<file path="src/design/noc_pkg.sv">
`default_nettype none

package noc_pkg;

    localparam int N_PORTS = 5;
    localparam int N_VC    = 2;

    localparam int FLIT_W    = 35;
    localparam int PAYLOAD_W = 29;
    localparam int DST_Y_LSB = PAYLOAD_W;       // fields are stacked above the payload.
    localparam int DST_X_LSB = DST_Y_LSB + 2;
    localparam int KIND_LSB  = DST_X_LSB + 2;

    typedef logic [FLIT_W-1:0] flit_t;
    typedef logic [1:0]        flit_kind_t;
    typedef logic [1:0]        coord_t;
    typedef logic [2:0]        port_id_t;
    typedef logic [0:0]        vc_id_t;

    localparam port_id_t PORT_LOCAL = 3'd0;
    localparam port_id_t PORT_NORTH = 3'd1;
    localparam port_id_t PORT_EAST  = 3'd2;
    localparam port_id_t PORT_SOUTH = 3'd3;
    localparam port_id_t PORT_WEST  = 3'd4;

    localparam flit_kind_t KIND_BODY   = 2'd0;
    localparam flit_kind_t KIND_TAIL   = 2'd1;
    localparam flit_kind_t KIND_HEAD   = 2'd2;
    localparam flit_kind_t KIND_SINGLE = 2'd3;

    typedef enum logic {
        VC_FREE,
        VC_OWNED
    } vc_state_e;

    function automatic flit_kind_t flit_kind(flit_t f);
        return f[KIND_LSB +: 2];
    endfunction

    function automatic coord_t flit_dst_x(flit_t f);
        return f[DST_X_LSB +: 2];
    endfunction

    function automatic coord_t flit_dst_y(flit_t f);
        return f[DST_Y_LSB +: 2];
    endfunction

    // a head or single flit starts a packet and carries the destination.
    function automatic logic flit_opens(flit_t f);
        return (flit_kind(f) == KIND_HEAD) || (flit_kind(f) == KIND_SINGLE);
    endfunction

    function automatic logic flit_closes(flit_t f);
        return (flit_kind(f) == KIND_TAIL) || (flit_kind(f) == KIND_SINGLE);
    endfunction

endpackage

`default_nettype wire

</file>
<file path="src/design/output_unit.sv">
`default_nettype none

module output_unit #(
    parameter int BUF_DEPTH = 4
) (
    input  logic                     clk,
    input  logic                     rst,
    input  noc_pkg::flit_t           in_flit [noc_pkg::N_PORTS][noc_pkg::N_VC],
    input  logic                     sel_valid,
    input  noc_pkg::port_id_t        sel_port,
    input  noc_pkg::vc_id_t          sel_vc,
    input  logic [noc_pkg::N_VC-1:0] iack,
    output noc_pkg::flit_t           odata,
    output logic                     ovalid,
    output noc_pkg::vc_id_t          ovch,
    output logic [noc_pkg::N_VC-1:0] credit_ok
);

    import noc_pkg::*;

    localparam int CNT_W = $clog2(BUF_DEPTH + 1);

    typedef logic [CNT_W-1:0] credit_t;

    credit_t credit [N_VC];
    flit_t   sel_flit;

    assign sel_flit = in_flit[sel_port][sel_vc];   // crossbar column for this output.

    always_ff @(posedge clk) begin
        odata <= sel_flit;
        ovch  <= sel_vc;
    end

    always_ff @(posedge clk) begin
        if (rst) begin
            ovalid <= 1'b0;
        end else begin
            ovalid <= sel_valid;
        end
    end

    for (genvar v = 0; v < N_VC; v++) begin : g_credit
        logic send;

        assign send = sel_valid && (sel_vc == vc_id_t'(v));

        always_ff @(posedge clk) begin
            if (rst) begin
                credit[v] <= credit_t'(BUF_DEPTH);   // downstream FIFO starts empty.
            end else begin
                case ({send, iack[v]})
                    2'b10:   credit[v] <= credit[v] - 1'b1;
                    2'b01:   credit[v] <= credit[v] + 1'b1;
                    default: credit[v] <= credit[v];
                endcase
            end
        end

        assign credit_ok[v] = (credit[v] != '0);
    end

endmodule

`default_nettype wire

</file>
<file path="config.mk">
export PLATFORM = sky130hd
export DESIGN_NAME = output_unit
export DESIGN_NICKNAME = d
export VERILOG_FILES = /design/src/design/noc_pkg.sv /design/src/design/output_unit.sv
export SDC_FILE = /design/constraint.sdc
export NUM_CORES = 1
export LEC_CHECK = 0
export BUFFER_PORTS_ARGS = -buffer_cell sky130_fd_sc_hd__buf_4
export CELL_PAD_IN_SITES_DETAIL_PLACEMENT = 1
export CELL_PAD_IN_SITES_GLOBAL_PLACEMENT = 1
export CORE_AREA = 2 2 156 158
export CTS_BUF_LIST = sky130_fd_sc_hd__clkbuf_4
export CTS_CLUSTER_DIAMETER = 100
export DETAILED_ROUTE_END_ITERATION = 8
export DIE_AREA = 0 0 158 160
export PLACE_DENSITY = 0.69
export SYNTH_ARGS = -nofsm -noshare
export SYNTH_HDL_FRONTEND = slang
export SYNTH_SLANG_ARGS = --single-unit
</file>
<file path="constraint.sdc">
create_clock -name clk -period 2.5 [get_ports clk]
set_input_delay 0.375 -clock clk [delete_from_list [all_inputs] [get_ports clk]]
set_output_delay 0.375 -clock clk [all_outputs]
set_load 0.005 [all_outputs]
</file>
==> impl_metrics.ini <==
[critical_path]
crit_type = input pin to flop
cp_data_arrival_time_ps = 2080
crit_fanout = 5
worst-r2r-cell-count = 4
setup.worst_path.start_class = input pin
endpoint_kind = flop
worstPathRequired_ps = 2660

[cts]
cts.sinks = 43
cts.path.max_buffers = 2
cts_setup_buffers = 0
cts_tree = done
hold_buffers = 0
insertion_delay_ps = 380
htreeDepth = 2
cts_resized = 0
root_buffer = clkbuf_4
cts_buffers = 5
path_clk_slew_ps = 150

[logic_synthesis]
ys_seq_area_share_pct = 21.8
synthTopCellsByArea = mux2i_1 (41%), dfxtp_1 (18%), o221ai_1 (7.3%), o31a_1 (7.3%), o22ai_1 (5.2%)
syn_area_sq_mm = 0.00422
yosysMostFrequentCell = mux2i_1
synth_nets = 819
synth_cell_type_count = 29
synth_seq_cells = 43
synth.top_cells.by_count = mux2i_1 (175), nor2_1 (39), dfxtp_1 (37)
yosys.area.top_type = mux2i_1
synth_top_area_share_pct = 41.5
synth_edf_count = 6
synthFlopType = dfxtp_1
syn_avg_cell_area_sq_um = 9.34
synth-async-reset-ratio_pct = 0
synth_cells = 452
synth_warnings = 0

[sta]
setup_viol = 0
tightest_slew_ps = 858
final.setup.worst_slack_ps = 582
fmax_ghz = 0.521
rsz0062_at_grt = no
finClkSkew_ps = 0.808
hold_viol_final = 0
drv_slew = 0
max_slew_margin_pct = 42.8
fin_crit_ps = 1920
finalCritPeriodShare_pct = 76.7
fin_setup_tns_ps = 0

[pwr]
power_density_mw_per_mm2 = 311
power.leakage_nw = 3.79
peakVddDrop_mv = 0.131
power_mw = 2.34

[routing]
drtIter0Drc = 187
routedWlPerCell_um = 17.8
vias = 5121
ant_nets = 0
wirelength_mm = 20.3
remaining_drc_errors = 0
dr.pass1.iters = 4
vias_per_cell = 4.49

[die]
core_sq_mm = 0.0238
rows = 57
die_x_um = 158
start_util_pct = 17.7
fp.dieH_um = 160
io_pins = 398
die_area_sq_mm = 0.0253

[placed_design]
io_buffers = 397
dp_slack_ps = 153
hpwl_mm = 16.3
gp_congestion = 0.785
placed_cell_area_sq_mm = 0.00747
numPlacedInstances = 1133

[flow_run]
drv_cap = 0

[min_path]
holdPathStages = 2
min_path_type = input pin to flop

[global_routing]
grt_pass1_vias = 5422
grt_use_total_pct = 15.1
grt_max_degree = 72
grt_overflow = 0
grt_pass1_wl_mm = 29.5
antenna_found_initial = 0

[finish]
antenna_cells = 0
nNetsFinal = 1183
area_growth_pct = 78.2
fin_area_sq_mm = 0.00753
nFillCells = 2905
drive_above_1_share_pct = 51.2
final_cells = 1141

[outcome]
status = complete, no violations
==> worst max-delay path: stages <==
cell	delay (ps)
buf_4	110
and2_1	160
inv_1	60
ha_2	210
nand2b_1	80
fa_1	400
xnor2_1	160
or3_1	350
a21o_1	170
==> per-stage QoR <==
stage	utilization (%)	hold WS (ps)
6_report	31.6	209
4_1_cts	31.6	162
3_3_place_gp	31.4	598
3_5_place_dp	31.4	619
5_1_grt	31.6	161
2_1_floorplan	-	403
==> worst paths after layout <==
check	from	end	slack (ps)
worst min-delay path	sel_valid	ovalid	210
worst max-delay path	sel_valid	credit[1][2]	580
worst min register to register	credit[1][0]	credit[1][0]	640
worst max register to register	credit[1][0]	credit[1][2]	670
==> cell families (layout without fill, tap and decap cells) <==
| group | Yosys count | in the layout | share of synthesized area (%) |
|---|---|---|---|
| multiplexers | 175 | 175 | 41.5 |
| AO/OA/AOI/OAI | 110 | 110 | 20.5 |
| AND/OR/NAND/NOR | 58 | 58 | 6.01 |
| buffers and inverters | 55 | 420 | 6.99 |
| flip-flops | 43 | 43 | 21.8 |
| adder cells (fa/ha/maj) | 8 | 8 | 2.55 |
| XOR/XNOR | 3 | 3 | 0.622 |
==> state kept, by name (all words and copies together) (netlist names) <==
signal / flops
odata: 35
credit: 6
ovalid: 1
ovch: 1
==> cells in the final DEF (no fill, tap or decap) <==
master        n
clkinv_2      1
nand2b_2      2
nor2_1       39
edfxtp_1      6
o31a_1       35
nor3_1        3
clkbuf_4      6
nand2_1       4
a21oi_1       1
clkinvlp_4    1
o21bai_1      2
and2_1        1
a21o_1        2
or2_2         1
ha_1          6
nand2b_1      3
ha_2          1
nor3b_1       1
dfxtp_1      37
xnor2_1       3
inv_1         6
fa_1          1
buf_12        4
buf_4       401
mux2i_1     175
buf_8         1
nand3b_1      1
or3_1         2
o22ai_1      35
o221ai_1     35
nor2b_1       1
==> power by group <==
group	total, mW	switching, mW	leakage (nW)	internal (mW)
sequential	0.802	0.0247	0.370	0.777
combinational	1.12	0.431	3.39	0.691
clock	0.413	0.293	0.0317	0.120
total	2.34	0.748	3.79	1.59
==> cell type report <==
class	count	area [sq um]	area share, %
sequential	43	921	12.2
timing repair buffer	406	3110	41.3
multi-input combinational	354	3010	40.0
clock inverter	2	12.5	0.166
tap	324	405	5.39
inverter	6	22.5	0.299
clock buffer	6	45.0	0.599
==> per-layer routing <==
layer	GRT usage, %	part of all wire, %
met3	4.34	9.4
met5	0	0
met2	29.0	52
met1	16.4	38
met4	2.54	0.88
Power figures use the tool's default switching activity.
