## src/design/noc_pkg.sv

```systemverilog
`default_nettype none

package noc_pkg;

    localparam int N_PORTS = 5;
    localparam int N_VC    = 2;

    localparam int FLIT_W    = 35;
    localparam int PAYLOAD_W = 29;
    localparam int DST_Y_LSB = PAYLOAD_W;       // fields are stacked above the payload.
    localparam int DST_X_LSB = DST_Y_LSB + 2;
    localparam int KIND_LSB  = DST_X_LSB + 2;

    typedef logic [FLIT_W-1:0] flit_t;
    typedef logic [1:0]        flit_kind_t;
    typedef logic [1:0]        coord_t;
    typedef logic [2:0]        port_id_t;
    typedef logic [0:0]        vc_id_t;

    localparam port_id_t PORT_LOCAL = 3'd0;
    localparam port_id_t PORT_NORTH = 3'd1;
    localparam port_id_t PORT_EAST  = 3'd2;
    localparam port_id_t PORT_SOUTH = 3'd3;
    localparam port_id_t PORT_WEST  = 3'd4;

    localparam flit_kind_t KIND_BODY   = 2'd0;
    localparam flit_kind_t KIND_TAIL   = 2'd1;
    localparam flit_kind_t KIND_HEAD   = 2'd2;
    localparam flit_kind_t KIND_SINGLE = 2'd3;

    typedef enum logic {
        VC_FREE,
        VC_OWNED
    } vc_state_e;

    function automatic flit_kind_t flit_kind(flit_t f);
        return f[KIND_LSB +: 2];
    endfunction

    function automatic coord_t flit_dst_x(flit_t f);
        return f[DST_X_LSB +: 2];
    endfunction

    function automatic coord_t flit_dst_y(flit_t f);
        return f[DST_Y_LSB +: 2];
    endfunction

    // a head or single flit starts a packet and carries the destination.
    function automatic logic flit_opens(flit_t f);
        return (flit_kind(f) == KIND_HEAD) || (flit_kind(f) == KIND_SINGLE);
    endfunction

    function automatic logic flit_closes(flit_t f);
        return (flit_kind(f) == KIND_TAIL) || (flit_kind(f) == KIND_SINGLE);
    endfunction

endpackage

`default_nettype wire

```

## src/design/vc_input_buffer.sv

```systemverilog
`default_nettype none

module vc_input_buffer #(
    parameter int BUF_DEPTH = 4
) (
    input  logic                     clk,
    input  logic                     rst,
    input  noc_pkg::flit_t           data,
    input  logic                     valid,
    input  noc_pkg::vc_id_t          vc,
    input  logic [noc_pkg::N_VC-1:0] pop,
    output noc_pkg::flit_t           head_flit [noc_pkg::N_VC],
    output logic [noc_pkg::N_VC-1:0] head_valid,
    output logic [noc_pkg::N_VC-1:0] ack
);

    import noc_pkg::*;

    localparam int PTR_W = (BUF_DEPTH > 1) ? $clog2(BUF_DEPTH) : 1;
    localparam int CNT_W = $clog2(BUF_DEPTH + 1);

    typedef logic [PTR_W-1:0] ptr_t;
    typedef logic [CNT_W-1:0] cnt_t;

    function automatic ptr_t next_ptr(ptr_t p);
        return (p == ptr_t'(BUF_DEPTH - 1)) ? '0 : p + 1'b1;
    endfunction

    for (genvar v = 0; v < N_VC; v++) begin : g_vc
        flit_t mem [BUF_DEPTH];
        ptr_t  rd_ptr;
        ptr_t  wr_ptr;
        cnt_t  count;
        logic  push;

        assign push = valid && (vc == vc_id_t'(v));

        always_ff @(posedge clk) begin
            if (push) begin
                mem[wr_ptr] <= data;
            end
        end

        always_ff @(posedge clk) begin
            if (rst) begin
                rd_ptr <= '0;
                wr_ptr <= '0;
                count  <= '0;
            end else begin
                if (push) begin
                    wr_ptr <= next_ptr(wr_ptr);
                end
                if (pop[v]) begin
                    rd_ptr <= next_ptr(rd_ptr);
                end
                count <= count + cnt_t'(push) - cnt_t'(pop[v]);  // push and pop may overlap.
            end
        end

        assign head_flit[v]  = mem[rd_ptr];
        assign head_valid[v] = (count != '0);
    end

    // each freed slot is handed back upstream as one credit.
    always_ff @(posedge clk) begin
        if (rst) begin
            ack <= '0;
        end else begin
            ack <= pop;
        end
    end

endmodule

`default_nettype wire
```

## config.mk

```make
export PLATFORM = sky130hd
export DESIGN_NAME = vc_input_buffer
export DESIGN_NICKNAME = d
export VERILOG_FILES = /design/src/design/noc_pkg.sv /design/src/design/vc_input_buffer.sv
export SDC_FILE = /design/constraint.sdc
export NUM_CORES = 1
export LEC_CHECK = 0
export ABC_CLOCK_PERIOD_IN_PS = 1850
export BUFFER_PORTS_ARGS = -buffer_cell sky130_fd_sc_hd__buf_4
export CAP_MARGIN = 20
export CORE_UTILIZATION = 53
export DETAILED_ROUTE_END_ITERATION = 8
export GPL_TIMING_DRIVEN = 0
export PLACE_DENSITY = 0.76
export SYNTH_ARGS = -nofsm -noshare
export SYNTH_HDL_FRONTEND = slang
export SYNTH_SLANG_ARGS = --single-unit
```

## constraint.sdc

```tcl
create_clock -name clk -period 1.85 [get_ports clk]
set_input_delay 0.185 -clock clk [delete_from_list [all_inputs] [get_ports clk]]
set_output_delay 0.185 -clock clk [all_outputs]
set_load 0.02 [all_outputs]
```

==> run metrics, run 1 <==
status finished with violations; failing checks setup timing; Tot Pwr 15.2 mW; RSZ-0062 raised after global routing true; critical path arrival 1.93 ns; Slew Viols, Final 0; Fmax achieved 0.472 GHz; first-pass GRT wire length 33,700 um; Slew Limit Headroom 63.8%; die area 0.0216 mm2; diode count 0; GR Overflow Total 0; Mapped Cells 460; Synth area leader edfxtp_1; Worst-Skew Late Latency 0.55 ns; Peak VDD IR 0.726 mV; Worst path max stage delay 0.54 ns; Final setup viols 70; WHS 0.129 ns; DR DRC count 0; CTS tree built; Mapped Area 0.0111 mm2; buffers plus inverters on the worst setup path 4; gpl congestion 0.745; clk root buf clkbuf_16; top-area cell type share of the netlist area 75.5%; DR vias 5,279; Worst path most repeated cell buf_12; type of the worst setup path register to primary output; Static Leak 4.96 nW; row count 52; final core utilization 70.5%; htree depth 1; DRT Wirelength 22,500 um; antenna violations before repair 0; CP delay by family, top multiplexers; NumNets Final 728; clock-pin slew on the worst setup and hold paths 0.06 ns; CP required 1.66 ns; top cells by area, synth edfxtp_1 (75%), mux4_2 (12%), dfxtp_1 (3.6%); DIE WIDTH 147 um; Starting DRT DRC Count 410; Post-DP HPWL 12,500 um; slowest CP cell mux4_2; Syn Nets 517; pwr/cell area 1060 mW/mm2; most frequent cells in the layout edfxtp_1 (280), buf_6 (81), mux4_2 (70), buf_4 (49), dlygate4sd3_1 (39); GRT Util Overall 21.4%; worst-case clock buffer depth 3; yosys warns 0; Max Cap Viol 0; fraction of layout cells with a size suffix above 1 40.0%; proportion of synthesized chip area in sequential cells 79.1%; crit path max fanout 5; Avg Inst Size Synth 24.2 um2; largest net degree at the start of global routing 27; Buffers on Ports 114; drt first pass iters 5; P&R area growth vs syn 29.4%; Initial Util 54.5%; I/O pin count 115; post-synth cell types 24; final period utilization 114%; worst path cell trace buf_8 > buf_12 > buf_12 > mux4_2 > buf_6; final hold violations 0; total CTS buffers 29; area of the core 0.0204 mm2; Vias/cell 5.48; die height 147 um; antenna-violating nets left 0; clock period minus worst slack 2.12 ns; Setup WS pre-CTS -0.155 ns; vias in the first global route 5,779; Least-Margin Pin Slew 0.544 ns; post-synthesis register bit count 300; Setup WS post-layout -0.268 ns; most common cell after layout, fill and taps aside edfxtp_1; CTS sink count 300; per-cell routed wire length 23.3 um; skew final 0.0183 ns; Worst Setup Start Kind register; Setup crit end kind primary output; hold crit path type input pin to register
[area by class of cell]
| cell class | instances | area, um2 |
|---|---|---|
| Clock inverter | 16 | 154 |
| Sequential cell | 300 | 8810 |
| Clock buffer | 37 | 756 |
| Inverter | 11 | 41.3 |
| Buffer | 18 | 231 |
| Tap cell | 270 | 338 |
| Timing Repair Buffer | 180 | 1990 |
| Multi-Input combinational cell | 131 | 2080 |
| Fill cell | 1249 | 6020 |
[worst min-delay path: stages]
cell     delay, ns
buf_4         0.13
nand2_1       0.14
mux2i_1       0.09
nor2_1        0.08
[sequential cells by signal, indices dropped and copies added, names as in the netlist, named ones only]
name	flops
ack	2
g_vc.rd_ptr	4
g_vc.mem	280
g_vc.count	6
g_vc.wr_ptr	4
[cell usage after synthesis, drive strengths merged]
| cell | instances |
|---|---|
| or3 | 2 |
| inv | 11 |
| ha | 14 |
| mux4 | 70 |
| buf | 14 |
| and3 | 4 |
| mux2i | 6 |
| nand2 | 2 |
| xnor2 | 3 |
| nor2b | 5 |
| nand3 | 1 |
| a21oi | 2 |
| dfxtp | 20 |
| and2 | 4 |
| nor2 | 14 |
| xor2 | 1 |
| clkbuf | 4 |
| fa | 2 |
| edfxtp | 280 |
| nor3b | 1 |
[metal layers]
metal | routed length, um | up-vias | part of all wire (%) | GRT usage (%)
li1 | - | 2332 | - | -
met1 | 8360 | 2748 | 37 | 27.3
met2 | 12300 | 168 | 55 | 38.4
met3 | 1380 | 31 | 6.1 | 3.11
met4 | 382 | 0 | 1.7 | 5.77
met5 | 0 | - | 0 | 0
[report_power, final]
part	internal (mW)	switching, mW
logic	1.01	0.894
clock network	3.29	2.37
registers	7.61	0.0762
total	11.9	3.34
[worst paths after layout]
check,slack [ns],end,cells after the start,start
setup / recovery,-0.27,head_flit[42],5,register
hold / removal,0.13,g_vc[1].wr_ptr[0],4,valid
setup reg to reg,0.17,g_vc[1].mem[0][0],4,g_vc[1].wr_ptr[0]
hold reg to reg,0.54,g_vc[1].count[2],2,g_vc[1].count[2]
[cells by family (layout without fill, tap and decap cells)]
family / after synthesis / after routing / share of synthesized area (%)
compound gates: 2 / 2 / 0.0899
simple gates: 33 / 33 / 1.49
fa+ha+maj: 16 / 16 / 1.93
buf+inv: 29 / 262 / 2.08
mux: 76 / 76 / 15.0
flops: 300 / 300 / 79.1
xor+xnor: 4 / 4 / 0.315
[stage by stage]
step / std cells / setup TNS (ns) / instance area (um2)
after floorplan: 460 / 0 / 11100
after global placement: 844 / -235.06 / 12300
after detailed placement: 852 / -0.254 / 12500
after CTS: 959 / -16.23 / 14300
after global routing: 963 / -18.81 / 14400
final: 963 / -15.57 / 14400
[repair_timing]
action | 4_1_cts | 5_1_grt
hold buffers | 39 | 0
setup endpoints to repair | 70 | 71
gates cloned | 4 | 3
pin swaps | 0 | 1
endpoints found under the hold margin | 289 | 0
buffers inserted | 11 | 2
gates resized for setup | 108 | 8
No activity file was read; power rests on OpenSTA's default activity.
==> inputs of run 2 (changes only) <==
ABC_CLOCK_PERIOD_IN_PS = 2600   (was 1850)
CORE_MARGIN = 8   (was unset)
CORE_UTILIZATION = 61   (was 53)
PLACE_DENSITY = 0.82   (was 0.76)
SKIP_LAST_GASP = 1   (was unset)
clock period = 2.6 ns   (was 1.85 ns; I/O delays follow)
==> run metrics, run 2 (synthesis gave the netlist of run 1 again) <==
status complete, no violations (was finished with violations); clock-pin slew on the worst setup and hold paths 0.06 ns (about the same); P&R area growth vs syn 22.3% (was 29.4%); GR Overflow Total 0 (unchanged); post-route insts no fill 895 (was 963); CTS tree built (unchanged); first-pass GRT wire length 32,700 um (was 33,700 um); flop2flop setup slack 0.97 ns (was 0.17 ns); RSZ-0062 raised after global routing false (was true); buffers plus inverters on the worst setup path 3 (was 4); fraction of layout cells with a size suffix above 1 35.6% (was 40.0%); Final setup viols 0 (was 70); Largest regs g_vc.mem: 280 flops, g_vc.count: 6 flops (unchanged); DIE WIDTH 151 um (was 147 um); final period utilization 87.8%; design area 0.0136 mm2 (was 0.0144 mm2); Initial Util 62.0% (was 54.5%); dpl cell area 0.0125 mm2 (about the same); Buffers on Ports 114 (unchanged); Static Leak 4.68 nW (was 4.96 nW); Starting DRT DRC Count 314 (was 410); DR vias 5,196 (was 5,279); antenna-violating nets left 0 (unchanged); postcts setup bufs 0 (was 11); CTS sink count 300 (unchanged); Tot Pwr 10.2 mW (was 15.2 mW); die area 0.0228 mm2 (was 0.0216 mm2); drt first pass iters 4 (was 5); Inst Count DP 811 (was 852); largest net degree at the start of global routing 31 (was 27); critical path arrival 2.02 ns (was 1.93 ns); Hold Path Depth 3 (was 4); Post-CTS Resized 0 (was 108); GRT met3 Usage 3.14% (was 3.11%); crit path max fanout 10 (was 5); row count 49 (was 52); most frequent cells in the layout edfxtp_1 (280), buf_4 (114), mux4_2 (60), dlygate4sd3_1 (38), clkbuf_16 (29) (was edfxtp_1 (280), buf_6 (81), mux4_2 (70), buf_4 (49), dlygate4sd3_1 (39)); hold crit path type input pin to register (unchanged); Min-Delay Startpoint valid (unchanged); Top Usage Layer GRT met2 (unchanged); Peak VDD IR 0.658 mV (was 0.726 mV); worst-case clock buffer depth 3 (unchanged); vias in the first global route 5,904 (was 5,779); Vias/cell 5.81 (was 5.48); Fmax achieved 0.438 GHz; Fill cells 943 (was 1,249); Min-Delay Endpoint g_vc[1].wr_ptr[1] (was g_vc[1].wr_ptr[0]); antenna violations before repair 0 (unchanged); slowest CP cell mux4_2 (unchanged); gpl congestion 0.716 (was 0.745); worst path cell trace clkbuf_2 > buf_2 > mux4_2 > buf_4 (was buf_8 > buf_12 > buf_12 > mux4_2 > buf_6); htree depth 1 (unchanged); diode count 0 (unchanged); Worst path max stage delay 0.43 ns (was 0.54 ns); skew final 0.0140 ns (was 0.0183 ns); final hold violations 0 (unchanged); DRT Wirelength 21,500 um (was 22,500 um); FF-to-FF path depth 4 (unchanged); per-cell routed wire length 24.0 um (was 23.3 um); Least-Margin Pin Slew 0.470 ns (was 0.544 ns); type of the worst setup path register to primary output (unchanged); Worst-Skew Late Latency 0.54 ns (was 0.55 ns); Post-DP HPWL 13,200 um (was 12,500 um); DR DRC count 0 (unchanged); most common cell after layout, fill and taps aside edfxtp_1 (unchanged); Setup crit end kind primary output (unchanged); Worst Setup Start Kind register (unchanged); GRT met2 Usage 34.4% (was 38.4%); die height 151 um (was 147 um); I/O pin count 115 (unchanged); Max Cap Viol 0 (unchanged); GR met1 Demand/Resource 23.7% (was 27.3%); GRT Util Overall 19.3% (was 21.4%); pwr/cell area 748 mW/mm2 (was 1060 mW/mm2); r2r endpoint g_vc[1].mem[0][26] (was g_vc[1].mem[0][0]); max reg flops 280 (unchanged); CP required 2.34 ns (was 1.66 ns); clk root buf clkbuf_16 (unchanged); area of the core 0.0180 mm2 (was 0.0204 mm2); CP delay by family, top buffers and inverters (was multiplexers); total CTS buffers 29 (unchanged); Reg with most FFs g_vc.mem (unchanged); Slew Limit Headroom 68.7% (was 63.8%); r2r startpoint g_vc[1].wr_ptr[0] (unchanged); clock period minus worst slack 2.28 ns; NumNets Final 708 (was 728); Slew Viols, Final 0 (unchanged)
==> run 2: layer usage <==
metal	wire, um	part of all wire, %
met5	0	0
met4	655	3.0
met3	1300	6.1
met2	11400	53
met1	8110	38
==> run 2: what timing repair did <==
action / CTS / global route
endpoints found under the setup margin: 0 / 0
hold endpoints to repair: 287 / 0
hold buffers: 38 / 0
==> run 2: how the worst max path moves through the flow <==
stage | cells after the start | from | endpoint
6_report | 4 | register | head_flit[6]
5_1_grt | 4 | register | head_flit[6]
4_1_cts | 4 | register | head_flit[6]
3_5_place_dp | 10 | vc | g_vc[0].count[2]
3_3_place_gp | 4 | vc | g_vc[0].mem[3][18]
2_1_floorplan | 3 | valid | g_vc[0].mem[3][0]
==> run 2: report_power, final <==
| part | total, mW | switching, mW | internal [mW] | leakage, nW |
|---|---|---|---|---|
| clock | 3.58 | 1.57 | 2.01 | 0.387 |
| combinational | 1.15 | 0.602 | 0.552 | 1.59 |
| sequential | 5.47 | 0.0508 | 5.42 | 2.71 |
==> run 2: through the flow <==
stage,util [%],worst slack [ns],hold WS [ns],TNS (ns)
2_1_floorplan,-,0.712,0.329,0
3_3_place_gp,68.4,-0.194,0.478,-24.64
3_5_place_dp,69.3,0.474,0.491,0
4_1_cts,75.9,0.263,0.00856,0
5_1_grt,75.9,0.246,0.0239,0
6_report,75.9,0.318,0.0276,0
==> run 2: cell type report <==
| cell class | instances | area (um2) | area share, % |
|---|---|---|---|
| clock inverter | 10 | 43.8 | 0.321 |
| multi-input combinational | 131 | 2110 | 15.5 |
| timing repair buffer | 160 | 1400 | 10.2 |
| tap | 229 | 287 | 2.10 |
| clock buffer | 36 | 752 | 5.52 |
| sequential | 300 | 8810 | 64.6 |
| buffer | 18 | 190 | 1.40 |
| inverter | 11 | 41.3 | 0.303 |
==> run 2: worst register-to-register path, cell delays in order (launching register included) <==
cell,delay [ns]
dfxtp_1,0.35
inv_1,0.10
ha_1,0.15
and3_2,0.43
buf_12,0.26
==> inputs of run 3 (changes only) <==
CORE_ASPECT_RATIO = 0.6   (was unset)
REMOVE_ABC_BUFFERS = 1   (was unset)
==> run metrics, run 3 (synthesis gave the netlist of run 1 again) <==
clk root buf clkbuf_16 (unchanged); Reg with most FFs g_vc.mem (unchanged); Worst Setup Start Kind register (unchanged); RSZ-0062 raised after global routing false (unchanged); first-pass GRT wire length 34,100 um (was 32,700 um); Post-DP HPWL 13,500 um (was 13,200 um); fraction of layout cells with a size suffix above 1 35.8% (was 35.6%); Worst path max stage delay 0.66 ns (was 0.43 ns); GRT Util Overall 19.8% (was 19.3%); htree depth 1 (unchanged); Static Leak 4.62 nW (was 4.68 nW); vias in the first global route 5,609 (was 5,904); antenna violations before repair 0 (unchanged); Tot Pwr 10.2 mW (about the same); type of the worst setup path register to primary output (unchanged); final core utilization 75.5% (was 75.9%); DR DRC count 0 (unchanged); Starting DRT DRC Count 432 (was 314); CP delay by family, top flip-flops (was buffers and inverters); critical path arrival 2.21 ns (was 2.02 ns); DR vias 5,281 (was 5,196); Top Usage Layer GRT met2 (unchanged); antenna-violating nets left 0 (unchanged); slowest CP cell dfxtp_4 (was mux4_2); worst path cell trace buf_12 > mux4_2 > buf_4 (was clkbuf_2 > buf_2 > mux4_2 > buf_4); Peak VDD IR 0.518 mV (was 0.658 mV); P&R area growth vs syn 21.7% (was 22.3%); CTS sink count 300 (unchanged); GR Overflow Total 0 (unchanged); dpl cell area 0.0124 mm2 (was 0.0125 mm2); row count 38 (was 49); die area 0.0230 mm2 (was 0.0228 mm2); design area 0.0136 mm2 (about the same); clock-pin slew on the worst setup and hold paths 0.07 ns (was 0.06 ns); Worst-Skew Late Latency 0.51 ns (was 0.54 ns); post-route insts no fill 891 (was 895); Fmax achieved 0.405 GHz (was 0.438 GHz); final hold violations 0 (unchanged); largest net degree at the start of global routing 28 (was 31); skew final 0.00967 ns (was 0.0140 ns); clock period minus worst slack 2.47 ns (was 2.28 ns); NumNets Final 689 (was 708); per-cell routed wire length 25.5 um (was 24.0 um); Final setup viols 0 (unchanged); Slew Viols, Final 0 (unchanged); I/O pin count 115 (unchanged); most common cell after layout, fill and taps aside edfxtp_1 (unchanged); gpl congestion 0.732 (was 0.716); most frequent cells in the layout edfxtp_1 (280), buf_4 (114), mux4_2 (60), dlygate4sd3_1 (35), clkbuf_16 (28) (was edfxtp_1 (280), buf_4 (114), mux4_2 (60), dlygate4sd3_1 (38), clkbuf_16 (29)); area of the multi-input gates 0.00211 mm2 (unchanged); die height 121 um (was 151 um); diode count 0 (unchanged); DRT Wirelength 22,700 um (was 21,500 um); GRT met2 Usage 32.9% (was 34.4%); status complete, no violations (unchanged); worst-case clock buffer depth 3 (unchanged); Max Cap Viol 0 (unchanged); Sequential Area 0.00882 mm2 (was 0.00881 mm2); Setup WS pre-CTS 0.368 ns (was 0.474 ns); Setup WS post-layout 0.130 ns (was 0.318 ns); CTS tree built (unchanged); CP required 2.34 ns (about the same); Vias/cell 5.93 (was 5.81); TNS Setup 0 ns (unchanged); total CTS buffers 26 (was 29); WHS 0.0223 ns (was 0.0276 ns); pwr/cell area 752 mW/mm2 (was 748 mW/mm2); Setup crit end kind primary output (unchanged); Fill cells 971 (was 943); drt first pass iters 4 (unchanged); Least-Margin Pin Slew 0.578 ns (was 0.470 ns); crit path max fanout 21 (was 10); GR met1 Demand/Resource 27.1% (was 23.7%); DIE WIDTH 190 um (was 151 um); final period utilization 95.0% (was 87.8%); Largest regs g_vc.mem: 280 flops, g_vc.count: 6 flops (unchanged); Slew Limit Headroom 61.4% (was 68.7%); GRT met3 Usage 4.00% (was 3.14%); Buffers on Ports 114 (unchanged); hold crit path type input pin to register (unchanged); Inst Count DP 808 (was 811); Initial Util 62.0% (about the same); max reg flops 280 (unchanged); area of the core 0.0180 mm2 (about the same); buffers plus inverters on the worst setup path 2 (was 3)
run 3: cell types whose count changed in the layout (fill, tap and decap cells not counted), sizes merged:
| cell | delta |
|---|---|
| buf | -10 |
| clkbuf | -6 |
| clkinv | +4 |
| dlygate4sd3 | -3 |
| bufinv | +1 |
| inv | -1 |
run 3: final timing paths:
check,startpoint,endpoint,slack [ns],cells after the start
worst max-delay path,register,head_flit[57],0.13,3
worst min-delay path,pop[0],ack[0],0.02,2
worst max register to register,g_vc[1].wr_ptr[0],g_vc[1].mem[3][30],0.85,3
worst min register to register,g_vc[1].wr_ptr[1],g_vc[1].wr_ptr[1],0.51,2
run 3: per-layer routing:
layer,routed length [um],up-vias
li1,-,2256
met1,9490,2777
met2,11200,212
met3,1570,36
met4,466,0
met5,0,-
run 3: where the power goes:
group          switching (mW)  leakage (nW)  internal (mW)
Clock                    1.60         0.389           1.99
Combinational           0.569          1.52          0.533
Sequential             0.0919          2.71           5.41
Total                    2.26          4.62           7.94
run 3: final cells by class:
cell class                      count  area share [%]
Clock inverter                     14           0.664
Tap cell                          240            2.21
Clock buffer                       33            5.15
Sequential cell                   300            65.0
Multi-Input combinational cell    131            15.6
Inverter                           11           0.304
Timing Repair Buffer              162            11.1
run 3: repair_timing:
item / CTS / global route
endpoints found under the setup margin: 32 / 2
setup buffers: 0 / 1
hold endpoints to repair: 280 / 0
hold buffers: 35 / 0
gates resized for setup: 2 / 0
